### config.mk
export PLATFORM = sky130hd
export DESIGN_NAME = decode_stage
export DESIGN_NICKNAME = d
export VERILOG_FILES = /design/src/common/decode_pkg.sv /design/src/design/control_decoder.sv /design/src/design/decode_stage.sv /design/src/design/imm_target_gen.sv /design/src/regfile/greg_file.sv /design/src/regfile/preg_file.sv
export SDC_FILE = /design/constraint.sdc
export NUM_CORES = 1
export LEC_CHECK = 0
export ABC_CLOCK_PERIOD_IN_PS = 6600
export BUFFER_PORTS_ARGS = -buffer_cell sky130_fd_sc_hd__buf_2
export CELL_PAD_IN_SITES_DETAIL_PLACEMENT = 0
export CELL_PAD_IN_SITES_GLOBAL_PLACEMENT = 1
export CORE_UTILIZATION = 55
export CTS_BUF_LIST = sky130_fd_sc_hd__clkbuf_8
export DETAILED_ROUTE_END_ITERATION = 6
export PLACE_DENSITY = 0.94
export SKIP_LAST_GASP = 1
export SYNTH_ARGS = -nofsm -noshare
export SYNTH_HDL_FRONTEND = slang
export SYNTH_HIERARCHICAL = 1
export SYNTH_SLANG_ARGS = --single-unit
export TNS_END_PERCENT = 20
### constraint.sdc
create_clock -name clk -period 6.6 [get_ports clk]
set_input_delay 0.33 -clock clk [delete_from_list [all_inputs] [get_ports clk]]
set_output_delay 0.33 -clock clk [all_outputs]
set_load 0.01 [all_outputs]
### src/common/decode_pkg.sv
package decode_pkg;

  localparam int xlen = 32;
  localparam int opcode_w = 6;
  localparam int greg_id_w = 4;
  localparam int preg_id_w = 2;
  localparam int alu_op_w = 4;

  // memory and predicate ops
  localparam logic [opcode_w-1:0] op_ld = 6'h23;
  localparam logic [opcode_w-1:0] op_st = 6'h24;
  localparam logic [opcode_w-1:0] op_ldi = 6'h25;
  localparam logic [opcode_w-1:0] op_rtop = 6'h26;
  localparam logic [opcode_w-1:0] op_andp = 6'h27;
  localparam logic [opcode_w-1:0] op_orp = 6'h28;
  localparam logic [opcode_w-1:0] op_xorp = 6'h29;
  localparam logic [opcode_w-1:0] op_notp = 6'h2a;
  localparam logic [opcode_w-1:0] op_isneg = 6'h2b;
  localparam logic [opcode_w-1:0] op_iszero = 6'h2c;

  localparam logic [opcode_w-1:0] op_neg = 6'h05;
  localparam logic [opcode_w-1:0] op_not = 6'h06;
  localparam logic [opcode_w-1:0] op_and = 6'h07;
  localparam logic [opcode_w-1:0] op_or = 6'h08;
  localparam logic [opcode_w-1:0] op_xor = 6'h09;
  localparam logic [opcode_w-1:0] op_add = 6'h0a;
  localparam logic [opcode_w-1:0] op_sub = 6'h0b;
  localparam logic [opcode_w-1:0] op_mul = 6'h0c;
  localparam logic [opcode_w-1:0] op_div = 6'h0d;
  localparam logic [opcode_w-1:0] op_mod = 6'h0e;
  localparam logic [opcode_w-1:0] op_shl = 6'h0f;
  localparam logic [opcode_w-1:0] op_shr = 6'h10;

  localparam logic [opcode_w-1:0] op_andi = 6'h11;
  localparam logic [opcode_w-1:0] op_ori = 6'h12;
  localparam logic [opcode_w-1:0] op_xori = 6'h13;
  localparam logic [opcode_w-1:0] op_addi = 6'h14;
  localparam logic [opcode_w-1:0] op_subi = 6'h15;
  localparam logic [opcode_w-1:0] op_muli = 6'h16;
  localparam logic [opcode_w-1:0] op_divi = 6'h17;
  localparam logic [opcode_w-1:0] op_modi = 6'h18;
  localparam logic [opcode_w-1:0] op_shli = 6'h19;
  localparam logic [opcode_w-1:0] op_shri = 6'h1a;

  localparam logic [opcode_w-1:0] op_jali = 6'h1b;
  localparam logic [opcode_w-1:0] op_jalr = 6'h1c;
  localparam logic [opcode_w-1:0] op_jmpi = 6'h1d;
  localparam logic [opcode_w-1:0] op_jmpr = 6'h1e;

  localparam logic [alu_op_w-1:0] alu_add = 4'd1;
  localparam logic [alu_op_w-1:0] alu_sub = 4'd2;
  localparam logic [alu_op_w-1:0] alu_mul = 4'd3;
  localparam logic [alu_op_w-1:0] alu_div = 4'd4;
  localparam logic [alu_op_w-1:0] alu_mod = 4'd5;
  localparam logic [alu_op_w-1:0] alu_shl = 4'd6;
  localparam logic [alu_op_w-1:0] alu_shr = 4'd7;
  localparam logic [alu_op_w-1:0] alu_and = 4'd8;
  localparam logic [alu_op_w-1:0] alu_or = 4'd9;
  localparam logic [alu_op_w-1:0] alu_xor = 4'd10;
  localparam logic [alu_op_w-1:0] alu_neg = 4'd11;
  localparam logic [alu_op_w-1:0] alu_not = 4'd12;
  localparam logic [alu_op_w-1:0] alu_ldi = 4'd13;
  localparam logic [alu_op_w-1:0] alu_link = 4'd14;

  // predicate unit reuses the low codes
  localparam logic [alu_op_w-1:0] alu_andp = 4'd1;
  localparam logic [alu_op_w-1:0] alu_orp = 4'd2;
  localparam logic [alu_op_w-1:0] alu_xorp = 4'd3;
  localparam logic [alu_op_w-1:0] alu_notp = 4'd4;
  localparam logic [alu_op_w-1:0] alu_rtop = 4'd5;
  localparam logic [alu_op_w-1:0] alu_isneg = 4'd6;
  localparam logic [alu_op_w-1:0] alu_iszero = 4'd7;

  localparam logic [1:0] sext_none = 2'd0;
  localparam logic [1:0] sext_15 = 2'd1;
  localparam logic [1:0] sext_23 = 2'd2;
  localparam logic [1:0] sext_19 = 2'd3;

  typedef struct packed {
    logic pset;
    logic [preg_id_w-1:0] pid;
    logic [opcode_w-1:0] opcode;
    logic [greg_id_w-1:0] rz;
    logic [greg_id_w-1:0] ry;
    logic [greg_id_w-1:0] rx;
    logic [10:0] unused;
  } inst_reg_t;

  typedef struct packed {
    logic pset;
    logic [preg_id_w-1:0] pid;
    logic [opcode_w-1:0] opcode;
    logic [22:0] imm;
  } inst_imm_t;

  typedef union packed {
    inst_reg_t reg_view;
    inst_imm_t imm_view;
  } inst_t;

endpackage

### src/design/control_decoder.sv
`timescale 1ns/1ps

module control_decoder import decode_pkg::*; (
  input  logic [opcode_w-1:0] opcode,
  output logic reg_id_sel,
  output logic [1:0] sext_sel,
  output logic is_jump,
  output logic jmp_reg,
  output logic pf_i,
  output logic [alu_op_w-1:0] alu_op,
  output logic src2_imm,
  output logic link,
  output logic mem_r,
  output logic mem_w,
  output logic reg_mem,
  output logic wb_p,
  output logic wb_r
);

  always_comb
  begin
    reg_id_sel = 1'b0;
    sext_sel = sext_none;
    is_jump = 1'b0;
    jmp_reg = 1'b0;
    pf_i = 1'b0;
    alu_op = '0;
    src2_imm = 1'b0;
    link = 1'b0;
    mem_r = 1'b0;
    mem_w = 1'b0;
    reg_mem = 1'b0;
    wb_p = 1'b0;
    wb_r = 1'b0;

    // group controls
    case (opcode)
      op_ld:
      begin
        sext_sel = sext_15;
        pf_i = 1'b1;
        src2_imm = 1'b1;
        mem_r = 1'b1;
        reg_mem = 1'b1; // wb from memory
        wb_r = 1'b1;
      end
      op_st:
      begin
        reg_id_sel = 1'b1; // store data lives in rz
        sext_sel = sext_15;
        pf_i = 1'b1;
        src2_imm = 1'b1;
        mem_w = 1'b1;
      end
      op_andp, op_orp, op_xorp, op_notp, op_rtop, op_isneg, op_iszero:
        wb_p = 1'b1;
      op_ldi:
      begin
        sext_sel = sext_19;
        pf_i = 1'b1;
        src2_imm = 1'b1;
        wb_r = 1'b1;
      end
      op_andi, op_ori, op_xori, op_addi, op_subi,
      op_muli, op_divi, op_modi, op_shli, op_shri:
      begin
        sext_sel = sext_15;
        pf_i = 1'b1;
        src2_imm = 1'b1;
        wb_r = 1'b1;
      end
      op_neg, op_not, op_and, op_or, op_xor, op_add,
      op_sub, op_mul, op_div, op_mod, op_shl, op_shr:
      begin
        pf_i = 1'b1;
        wb_r = 1'b1;
      end
      op_jmpi:
      begin
        is_jump = 1'b1;
        sext_sel = sext_23;
      end
      op_jmpr:
      begin
        is_jump = 1'b1;
        jmp_reg = 1'b1;
        reg_id_sel = 1'b1; // target register in rz
      end
      op_jali, op_jalr:
      begin
        is_jump = 1'b1;
        jmp_reg = (opcode == op_jalr);
        sext_sel = (opcode == op_jali) ? sext_19 : sext_none;
        pf_i = 1'b1;
        link = 1'b1;
        wb_r = 1'b1;
      end
      default: ; // nop, fp and unused opcodes
    endcase

    // alu operation
    case (opcode)
      op_ld, op_st, op_add, op_addi: alu_op = alu_add;
      op_sub, op_subi: alu_op = alu_sub;
      op_mul, op_muli: alu_op = alu_mul;
      op_div, op_divi: alu_op = alu_div;
      op_mod, op_modi: alu_op = alu_mod;
      op_shl, op_shli: alu_op = alu_shl;
      op_shr, op_shri: alu_op = alu_shr;
      op_and, op_andi: alu_op = alu_and;
      op_or, op_ori: alu_op = alu_or;
      op_xor, op_xori: alu_op = alu_xor;
      op_neg: alu_op = alu_neg;
      op_not: alu_op = alu_not;
      op_ldi: alu_op = alu_ldi;
      op_jali, op_jalr: alu_op = alu_link;
      op_andp: alu_op = alu_andp;
      op_orp: alu_op = alu_orp;
      op_xorp: alu_op = alu_xorp;
      op_notp: alu_op = alu_notp;
      op_rtop: alu_op = alu_rtop;
      op_isneg: alu_op = alu_isneg;
      op_iszero: alu_op = alu_iszero;
      default: ;
    endcase
  end

endmodule

### src/design/decode_stage.sv
`timescale 1ns/1ps

module decode_stage import decode_pkg::*; #(
  parameter int gregs = 16,
  parameter int pregs = 4
) (
  input  logic clk,
  input  logic rst,
  input  inst_t inst,
  input  logic [xlen-1:0] pc_n,
  input  logic p_we,
  input  logic [$clog2(pregs)-1:0] p_wid,
  input  logic p_wdata,
  input  logic r_we,
  input  logic [$clog2(gregs)-1:0] r_wid,
  input  logic [xlen-1:0] r_wdata,
  output logic [xlen-1:0] rx,
  output logic [xlen-1:0] ry,
  output logic px,
  output logic py,
  output logic pval,
  output logic [greg_id_w-1:0] z_id,
  output logic [greg_id_w-1:0] x_id,
  output logic [greg_id_w-1:0] y_id,
  output logic [xlen-1:0] imm_s,
  output logic [xlen-1:0] jmp_target,
  output logic is_jump,
  output logic jmp_reg,
  output logic pf_i,
  output logic [alu_op_w-1:0] alu_op,
  output logic src2_imm,
  output logic link,
  output logic mem_r,
  output logic mem_w,
  output logic reg_mem,
  output logic wb_p,
  output logic wb_r
);

  localparam int greg_aw = $clog2(gregs);
  localparam int preg_aw = $clog2(pregs);

  logic reg_id_sel;
  logic [1:0] sext_sel;

  control_decoder control_decoder_inst (
    .opcode(inst.reg_view.opcode),
    .reg_id_sel(reg_id_sel),
    .sext_sel(sext_sel),
    .is_jump(is_jump),
    .jmp_reg(jmp_reg),
    .pf_i(pf_i),
    .alu_op(alu_op),
    .src2_imm(src2_imm),
    .link(link),
    .mem_r(mem_r),
    .mem_w(mem_w),
    .reg_mem(reg_mem),
    .wb_p(wb_p),
    .wb_r(wb_r)
  );

  assign z_id = inst.reg_view.rz;
  assign y_id = inst.reg_view.ry;
  // st and jmpr read the register named in rz
  assign x_id = reg_id_sel ? inst.reg_view.rz : inst.reg_view.rx;

  greg_file #(
    .gregs(gregs)
  ) greg_file_inst (
    .clk(clk),
    .rst(rst),
    .rx_id(x_id[greg_aw-1:0]),
    .ry_id(y_id[greg_aw-1:0]),
    .we(r_we),
    .wid(r_wid),
    .wdata(r_wdata),
    .rx(rx),
    .ry(ry)
  );

  preg_file #(
    .pregs(pregs)
  ) preg_file_inst (
    .clk(clk),
    .rst(rst),
    .rx_id(x_id[preg_aw-1:0]), // low bits pick the predicate
    .ry_id(y_id[preg_aw-1:0]),
    .pset(inst.reg_view.pset),
    .pid(inst.reg_view.pid[preg_aw-1:0]),
    .we(p_we),
    .wid(p_wid),
    .wdata(p_wdata),
    .px(px),
    .py(py),
    .pval(pval)
  );

  imm_target_gen imm_target_gen_inst (
    .sext_sel(sext_sel),
    .field(inst.imm_view.imm),
    .pc_n(pc_n),
    .imm_s(imm_s),
    .jmp_target(jmp_target)
  );

endmodule

### src/design/imm_target_gen.sv
`timescale 1ns/1ps

module imm_target_gen import decode_pkg::*; (
  input  logic [1:0] sext_sel,
  input  logic [22:0] field,
  input  logic [xlen-1:0] pc_n,
  output logic [xlen-1:0] imm_s,
  output logic [xlen-1:0] jmp_target
);

  always_comb
  begin
    case (sext_sel)
      sext_15: imm_s = {{(xlen-15){field[14]}}, field[14:0]};
      sext_19: imm_s = {{(xlen-19){field[18]}}, field[18:0]};
      sext_23: imm_s = {{(xlen-23){field[22]}}, field[22:0]};
      default: imm_s = '0;
    endcase
  end

  // wraps at 2^32
  assign jmp_target = pc_n + imm_s;

endmodule

### src/regfile/greg_file.sv
`timescale 1ns/1ps

module greg_file import decode_pkg::*; #(
  parameter int gregs = 16
) (
  input  logic clk,
  input  logic rst,
  input  logic [$clog2(gregs)-1:0] rx_id,
  input  logic [$clog2(gregs)-1:0] ry_id,
  input  logic we,
  input  logic [$clog2(gregs)-1:0] wid,
  input  logic [xlen-1:0] wdata,
  output logic [xlen-1:0] rx,
  output logic [xlen-1:0] ry
);

  logic [xlen-1:0] regs [gregs];

  always_ff @(posedge clk)
  begin
    if (rst)
    begin
      for (int i = 0; i < gregs; i++)
        regs[i] <= xlen'(i); // each reg starts at its index
    end
    else if (we)
    begin
      regs[wid] <= wdata;
    end
  end

  assign rx = regs[rx_id];
  assign ry = regs[ry_id];

endmodule

### src/regfile/preg_file.sv
`timescale 1ns/1ps

module preg_file #(
  parameter int pregs = 4
) (
  input  logic clk,
  input  logic rst,
  input  logic [$clog2(pregs)-1:0] rx_id,
  input  logic [$clog2(pregs)-1:0] ry_id,
  input  logic pset,
  input  logic [$clog2(pregs)-1:0] pid,
  input  logic we,
  input  logic [$clog2(pregs)-1:0] wid,
  input  logic wdata,
  output logic px,
  output logic py,
  output logic pval
);

  // p0 and p1 start true, the rest false
  localparam logic [pregs-1:0] reset_val = pregs'(2'b11);

  logic [pregs-1:0] pbits;

  always_ff @(posedge clk)
  begin
    if (rst)
    begin
      pbits <= reset_val;
    end
    else if (we)
    begin
      pbits[wid] <= wdata;
    end
  end

  assign px = pbits[rx_id];
  assign py = pbits[ry_id];
  assign pval = pset ? pbits[pid] : 1'b1; // unguarded always runs

endmodule

### Yosys cells after proc, flatten, opt, wreduce, memory -nomap -nowiden

Memory sizes are Yosys's and may differ from the RTL's.
Cells that the tools add are included.

* bitwise logic cells: 0
* shift operators: 0
* div/mod/pow operators: 0
* order comparisons: 5
* reduce and logical (&&, ||, !) cells: 20
* multiplexer cells: 33
* equality and inequality tests: 39
* multipliers: 0
* add/sub/neg operators: 1

Operators by type and width (count)
* case mux 32 bit (3 select lines): 1
* equality test 6 x 5 -> 1 bit, second input constant: 15
* equality test 6 bit, second input constant: 10
* case mux 4 bit (14 select lines): 1
* equality test 6 x 4 -> 1 bit, second input constant: 8
* adder 32 bit: 1
* 2-to-1 mux 32 bit: 1
* OR reduction 32 bit: 1
* OR reduction 27 bit: 1
* OR reduction 26 bit: 1
* 2-to-1 mux 1 bit: 20
* equality test 6 x 3 -> 1 bit, second input constant: 3
* OR reduction 3 bit: 6
* OR reduction 13 bit: 1
* less-than comparator 2 x 3 -> 1 bit, second input constant: 4
* OR reduction 12 bit: 1
* OR reduction 2 bit: 5
* 2-to-1 mux 4 bit: 2
* case mux 2 bit (4 select lines): 1
* OR reduction 7 bit: 1
* binary-select mux 1 bit (select 2 bit): 3
* OR reduction 5 bit: 1
* bitwise mux 4 bit: 1
* equality test 2 bit, second input constant: 2
* 7 further kinds: 7

* output and inout bits: 157
* memory bits (writable): 512
* bits in latches: 0
* word-level logic and storage cells: 100
* memory bits (read-only): 0
* memories: 1
* input bits: 107
* register bits after elaboration: 4

Memory list
* greg_file_inst.regs: depth 16, bits a word 32, read ports 2, clocked after memory_dff 0, wr ports 16, line greg_file.sv:17 `logic [xlen-1:0] regs [gregs];`

### Logic depth before layout (Yosys ltp)

* depth after elaboration: 6
* depth in mapped cells: 19
* depth with buffers taken out: 16

### Cells and area by module

Netlist, hierarchy kept.

Modules (own cells, without submodules)
* greg_file: area an instance 26578.0 um2, instances 1, cells an instance 1694, sequential area each 15374.7 um2
* imm_target_gen: area an instance 2098.3 um2, instances 1, cells an instance 296, sequential area each 0.0 um2
* control_decoder: area an instance 661.9 um2, instances 1, cells an instance 104, sequential area each 0.0 um2
* preg_file: area an instance 251.5 um2, instances 1, cells an instance 22, sequential area each 80.1 um2
* decode_stage: area an instance 105.1 um2, instances 1, cells an instance 12, sequential area each 0.0 um2

### Least setup slack after synthesis

No wires, ideal clock.

* kind: input port to output port
* start point: in inst[28] (netlist bit)
* end point: out jmp_target[26]
* arrival time: 4101 ps
* slack: 2169 ps
* data required time: 6270 ps
* path buffers: 3
* stages on the path: 19
* path through: buf_2 -> nand2b_1 -> buf_2 -> nor3_1 -> a221oi_1 -> o22ai_1 -> nor2_1 -> clkbuf_1 -> nor2b_1 -> ha_1 -> inv_1 -> fa_1 -> and2b_1 -> o2111ai_2 -> a21boi_2 -> a41oi_4 -> o31ai_2 -> a41oi_2 -> xnor2_1

* cells in the longest elaborated chain, start to end: 6
* elaborated cells on any way between the ends: 25
* those cells by class: add/sub (1); eq/ne (19); mux (3); reduce/logical (2)

RTL lines
* from (decl): line decode_stage.sv:9 `input inst_t inst,`
* equality test 6 bit (tied with other cells): line control_decoder.sv:37 `case (opcode)`
* OR reduction 12 bit (no source line) (tied with other cells)
* case mux 2 bit (4 select lines) *: line control_decoder.sv:37
* net sext_sel[0]: line decode_stage.sv:44 `logic [1:0] sext_sel;`
* equality test 2 bit / equality test 2 x 1 -> 1 bit (equally long branches): line imm_target_gen.sv:13 `case (sext_sel)`
* case mux 32 bit (3 select lines) *: line imm_target_gen.sv:13
* net imm_s[0]: line decode_stage.sv:25 `output logic [xlen-1:0] imm_s,`
* adder 32 bit *: line imm_target_gen.sv:22 `assign jmp_target = pc_n + imm_s;`
* to (decl): line decode_stage.sv:26 `output logic [xlen-1:0] jmp_target,`

The timed path passes the listed nets; every way through them passes the cells marked *.

### Worst setup path after layout

* start point: in inst[24] (netlist bit)
* end point: out jmp_target[29]

* cells in the longest elaborated chain, start to end: 6
* elaborated cells on any way between the ends: 25
* those cells by class: add/sub (1); eq/ne (19); mux (3); reduce/logical (2)

RTL lines (line)
* equality test 6 bit (tied with other cells): control_decoder.sv:37
* OR reduction 12 bit (no source line) (tied with other cells)
* case mux 2 bit (4 select lines) *: control_decoder.sv:37
* net sext_sel[0]: decode_stage.sv:44
* equality test 2 bit / equality test 2 x 1 -> 1 bit (equally long branches): imm_target_gen.sv:13
* case mux 32 bit (3 select lines) *: imm_target_gen.sv:13
* adder 32 bit *: imm_target_gen.sv:22

Marked as above.

==> impl_metrics.csv <==
group,metric,value,unit
floorplan,die_area,0.0549,mm²
setup_path,crit_type,"in -> out",
setup_path,arrival,5.10,ns
layout,layout-drive-gt1-share,31.1,%
synth,avgSynthCellArea,14.0,µm²
synth,yosysSeqAreaShare,52.0,%
sta,rsz0062_at_grt,"false",
clock_network,cts_max_level,3,
pwr,power.leakage,12.1,nW
routing,wirelength,88200,µm
synth,ys_warn_count,6,
synth,synth-compound-area-share,6.80,%
placed_design,dp_hpwl,50600,µm
synth,synth_top_family_by_area,"multiplexers",
status,status,"finished, final reports clean",
sta,layout_setup_ws,1.17,ns
grt,grt_use_met3,6.16,%
synth,syn_area,0.0297,mm²
grt,grt_pass1_vias,21000,
clock_network,cts_buffer_depth,3,
pwr,power_density,235,mW/mm²
synth,yosys_most_used_dff,"edfxtp_1",
layout,final_cell_mix,"edfxtp_1 (512), and2_1 (482), buf_2 (261)",
routing,first_iter_violations,2334,
layout,design_area,0.0328,mm²
clock_network,cts-resized-gates,0,
grt,grt_max_degree,99,
layout,fillers,3933,
sta,setup_viol,0,
floorplan,start_util,56.1,%
layout,syn_to_final_growth,10.6,%
synth,yosys.area_share.xor_xnor,0.885,%
synth,synthesis.instances,2128,
clock_network,holdBufCountCts,6,
floorplan,rows,84,
sta,max_freq,184,MHz
clock_network,post_cts_buffers,0,
routing,vias_per_cell,6.73,
sta,fin_skew,0,ns
clock_network,clkSinkCount,516,
setup_path,endpoint_kind,"output pin",
placed_design,dp.cells,2900,
setup_path,r2r_start,"preg_file_inst/pbits[0]",
layout,regArea,0.0155,mm²
layout,final_common_cell,"edfxtp_1",
clock_network,clock_latency,0.64,ns
pwr,vdd_ir_drop_max,0.123,mV
grt,grt_use_total,32.5,%
synth,synth_cell_types,81,
layout,fin_cells,3057,
synth,synth_fp_nets,2267,
layout,utilization,62.0,%
placed_design,pre_cts_ws,1.35,ns
grt,antenna_found_initial,4,
grt,grt_first_pass_wirelength,129000,µm
setup_path,path_max_fanout,23,
layout,multi_input_area,0.0133,mm²
clock_network,clk_pin_slew,0.07,ns
floorplan,core-area,0.0530,mm²
routing,ant_nets,0,
floorplan,io_pins,264,
synth,synth-edff-count,512,
sta,max_slew.worst_pin.slew,1.29,ns
setup_path,startpoint_type,"input port",
routing,drt_pre_antenna_iters,5,
grt,gr-usage-met2,53.8,%
grt,grt_busiest_layer,"met2",
synth,synth.area.mux_share,19.9,%
sta,hold_viol_final,0,
grt,use_met1,41.1,%
worst_hold_path,hp-class,"in -> reg",
sta,fin_crit,5.43,ns
sta,setup_tns,0,ns
synth,yosys_register_bits,516,
setup_path,critical_path_required,6.27,ns
worst_hold_path,hp-start,"r_wdata[1]",
clock_network,cts-buffers-inserted,83,
routing,drc,0,
placed_design,io_buffers,263,
clock_network,cts_tree,"yes",
sta,slew_headroom,14.2,%
placed_design,dpl-instance-area,0.0313,mm²
synth,synth_adder_area_share,1.37,%
run,maxCapViolCount,0,
clock_network,cts_root_buf,"clkbuf_8",
setup_path,crit_start,"inst[24]",
floorplan,die_w,234,µm
sta,drv_slew,0,
sta,finalCritPeriodShare,82.3,%
floorplan,die_h,234,µm
routing,drt-wirelength-per-cell,28.9,µm
placed_design,place.gp.congestion,0.894,
routing,vias,20600,
layout,nNetsFinal,2442,
synth,synth-simple-area-share,15.3,%
grt,overflow,0,
synth,synthArstFlopShare,0,%
-- synth_stat cells (all sizes together), types with 4 or more instances --
master   instances  area share (%)
nand4            5            0.11
a211o            7            0.21
nand2b          17            0.38
xor2            10            0.29
a21o            19            0.48
nor2b           28            0.59
or2             17            0.36
o21ai           26            0.45
clkbuf         133             1.7
a31oi            7            0.15
mux2i            4            0.13
and2           484              10
mux2             4            0.15
or3             31            0.67
o211ai           7            0.19
dfxtp            4            0.27
a211oi           5            0.16
mux4           259              20
xnor2           20            0.59
o22ai            6            0.13
o21a             8            0.20
ha              31             1.3
edfxtp         512              52
nor3            17            0.32
a2111oi          5            0.15
nor2            35            0.47
a22oi          129             3.3
inv             12            0.15
nand2          108             1.4
a21oi           33            0.58
nand3           13            0.26
buf             89             1.9
-- per-stage QoR --
step / hold slack, ns / power, mW
final: 0.116 / 7.70
after global routing: 0.137 / 7.95
after CTS: 0.0752 / 7.71
after detailed placement: 0.509 / 5.24
after global placement: 0.497 / 5.19
after floorplan: 0.468 / 4.76
-- where the power goes --
part           leakage, nW  total (mW)  switching [mW]  internal (mW)
clock                0.852        2.51            1.28           1.24
combinational         6.35        1.30           0.750          0.555
sequential            4.93        3.88          0.0907           3.79
total                 12.1        7.70            2.12           5.59
-- final cells by class --
class	instances	share of cell area, %
clock inverters	63	0.914
clock buffers	85	3.56
diodes	3	0.0229
repair buffers	312	5.30
flip-flops and latches	516	47.1
multi-input cells	1378	40.4
inverters	12	0.137
well taps	688	2.62
-- routing by layer --
metal | wire length, µm | vias up
met2 | 42800 | 1491
met5 | 16 | -
met4 | 4060 | 2
met3 | 9990 | 274
met1 | 31300 | 10300
li1 | - | 8517
-- critical path, cell delays in order --
cell	delay (ns)
buf_2	0.33
nand2_1	0.26
nor3_1	0.29
a221oi_1	0.08
o22ai_1	0.67
nand3b_1	0.40
nand2_1	0.59
ha_1	0.46
nand3_4	0.13
nor4_1	0.46
a221oi_1	0.15
o31ai_1	0.12
a21oi_2	0.09
or4_1	0.42
nand4_1	0.15
buf_2	0.16
-- cell families after synthesis --
logic type | Yosys count
and+or+nand+nor | 773
DFF | 516
AOI/OAI and AO/OA | 276
muxes | 267
buffers and inverters | 234
adders and majority gates | 32
xor gates and xnor gates | 30
-- sequential cells by signal, summed over array words and instances, names as in the netlist --
name                  flops
greg_file_inst/regs     512
preg_file_inst/pbits      4
-- final timing paths --
path                                                   end  slack [ns]  cells past startpoint
worst max-delay path                        jmp_target[29]        1.17                     16
worst min-delay path            greg_file_inst/regs[10][1]        0.12                      2
worst max register to register     preg_file_inst/pbits[0]        5.41                      3
worst min register to register     preg_file_inst/pbits[3]        0.52                      2
No activity file was read; power rests on OpenSTA's default activity.
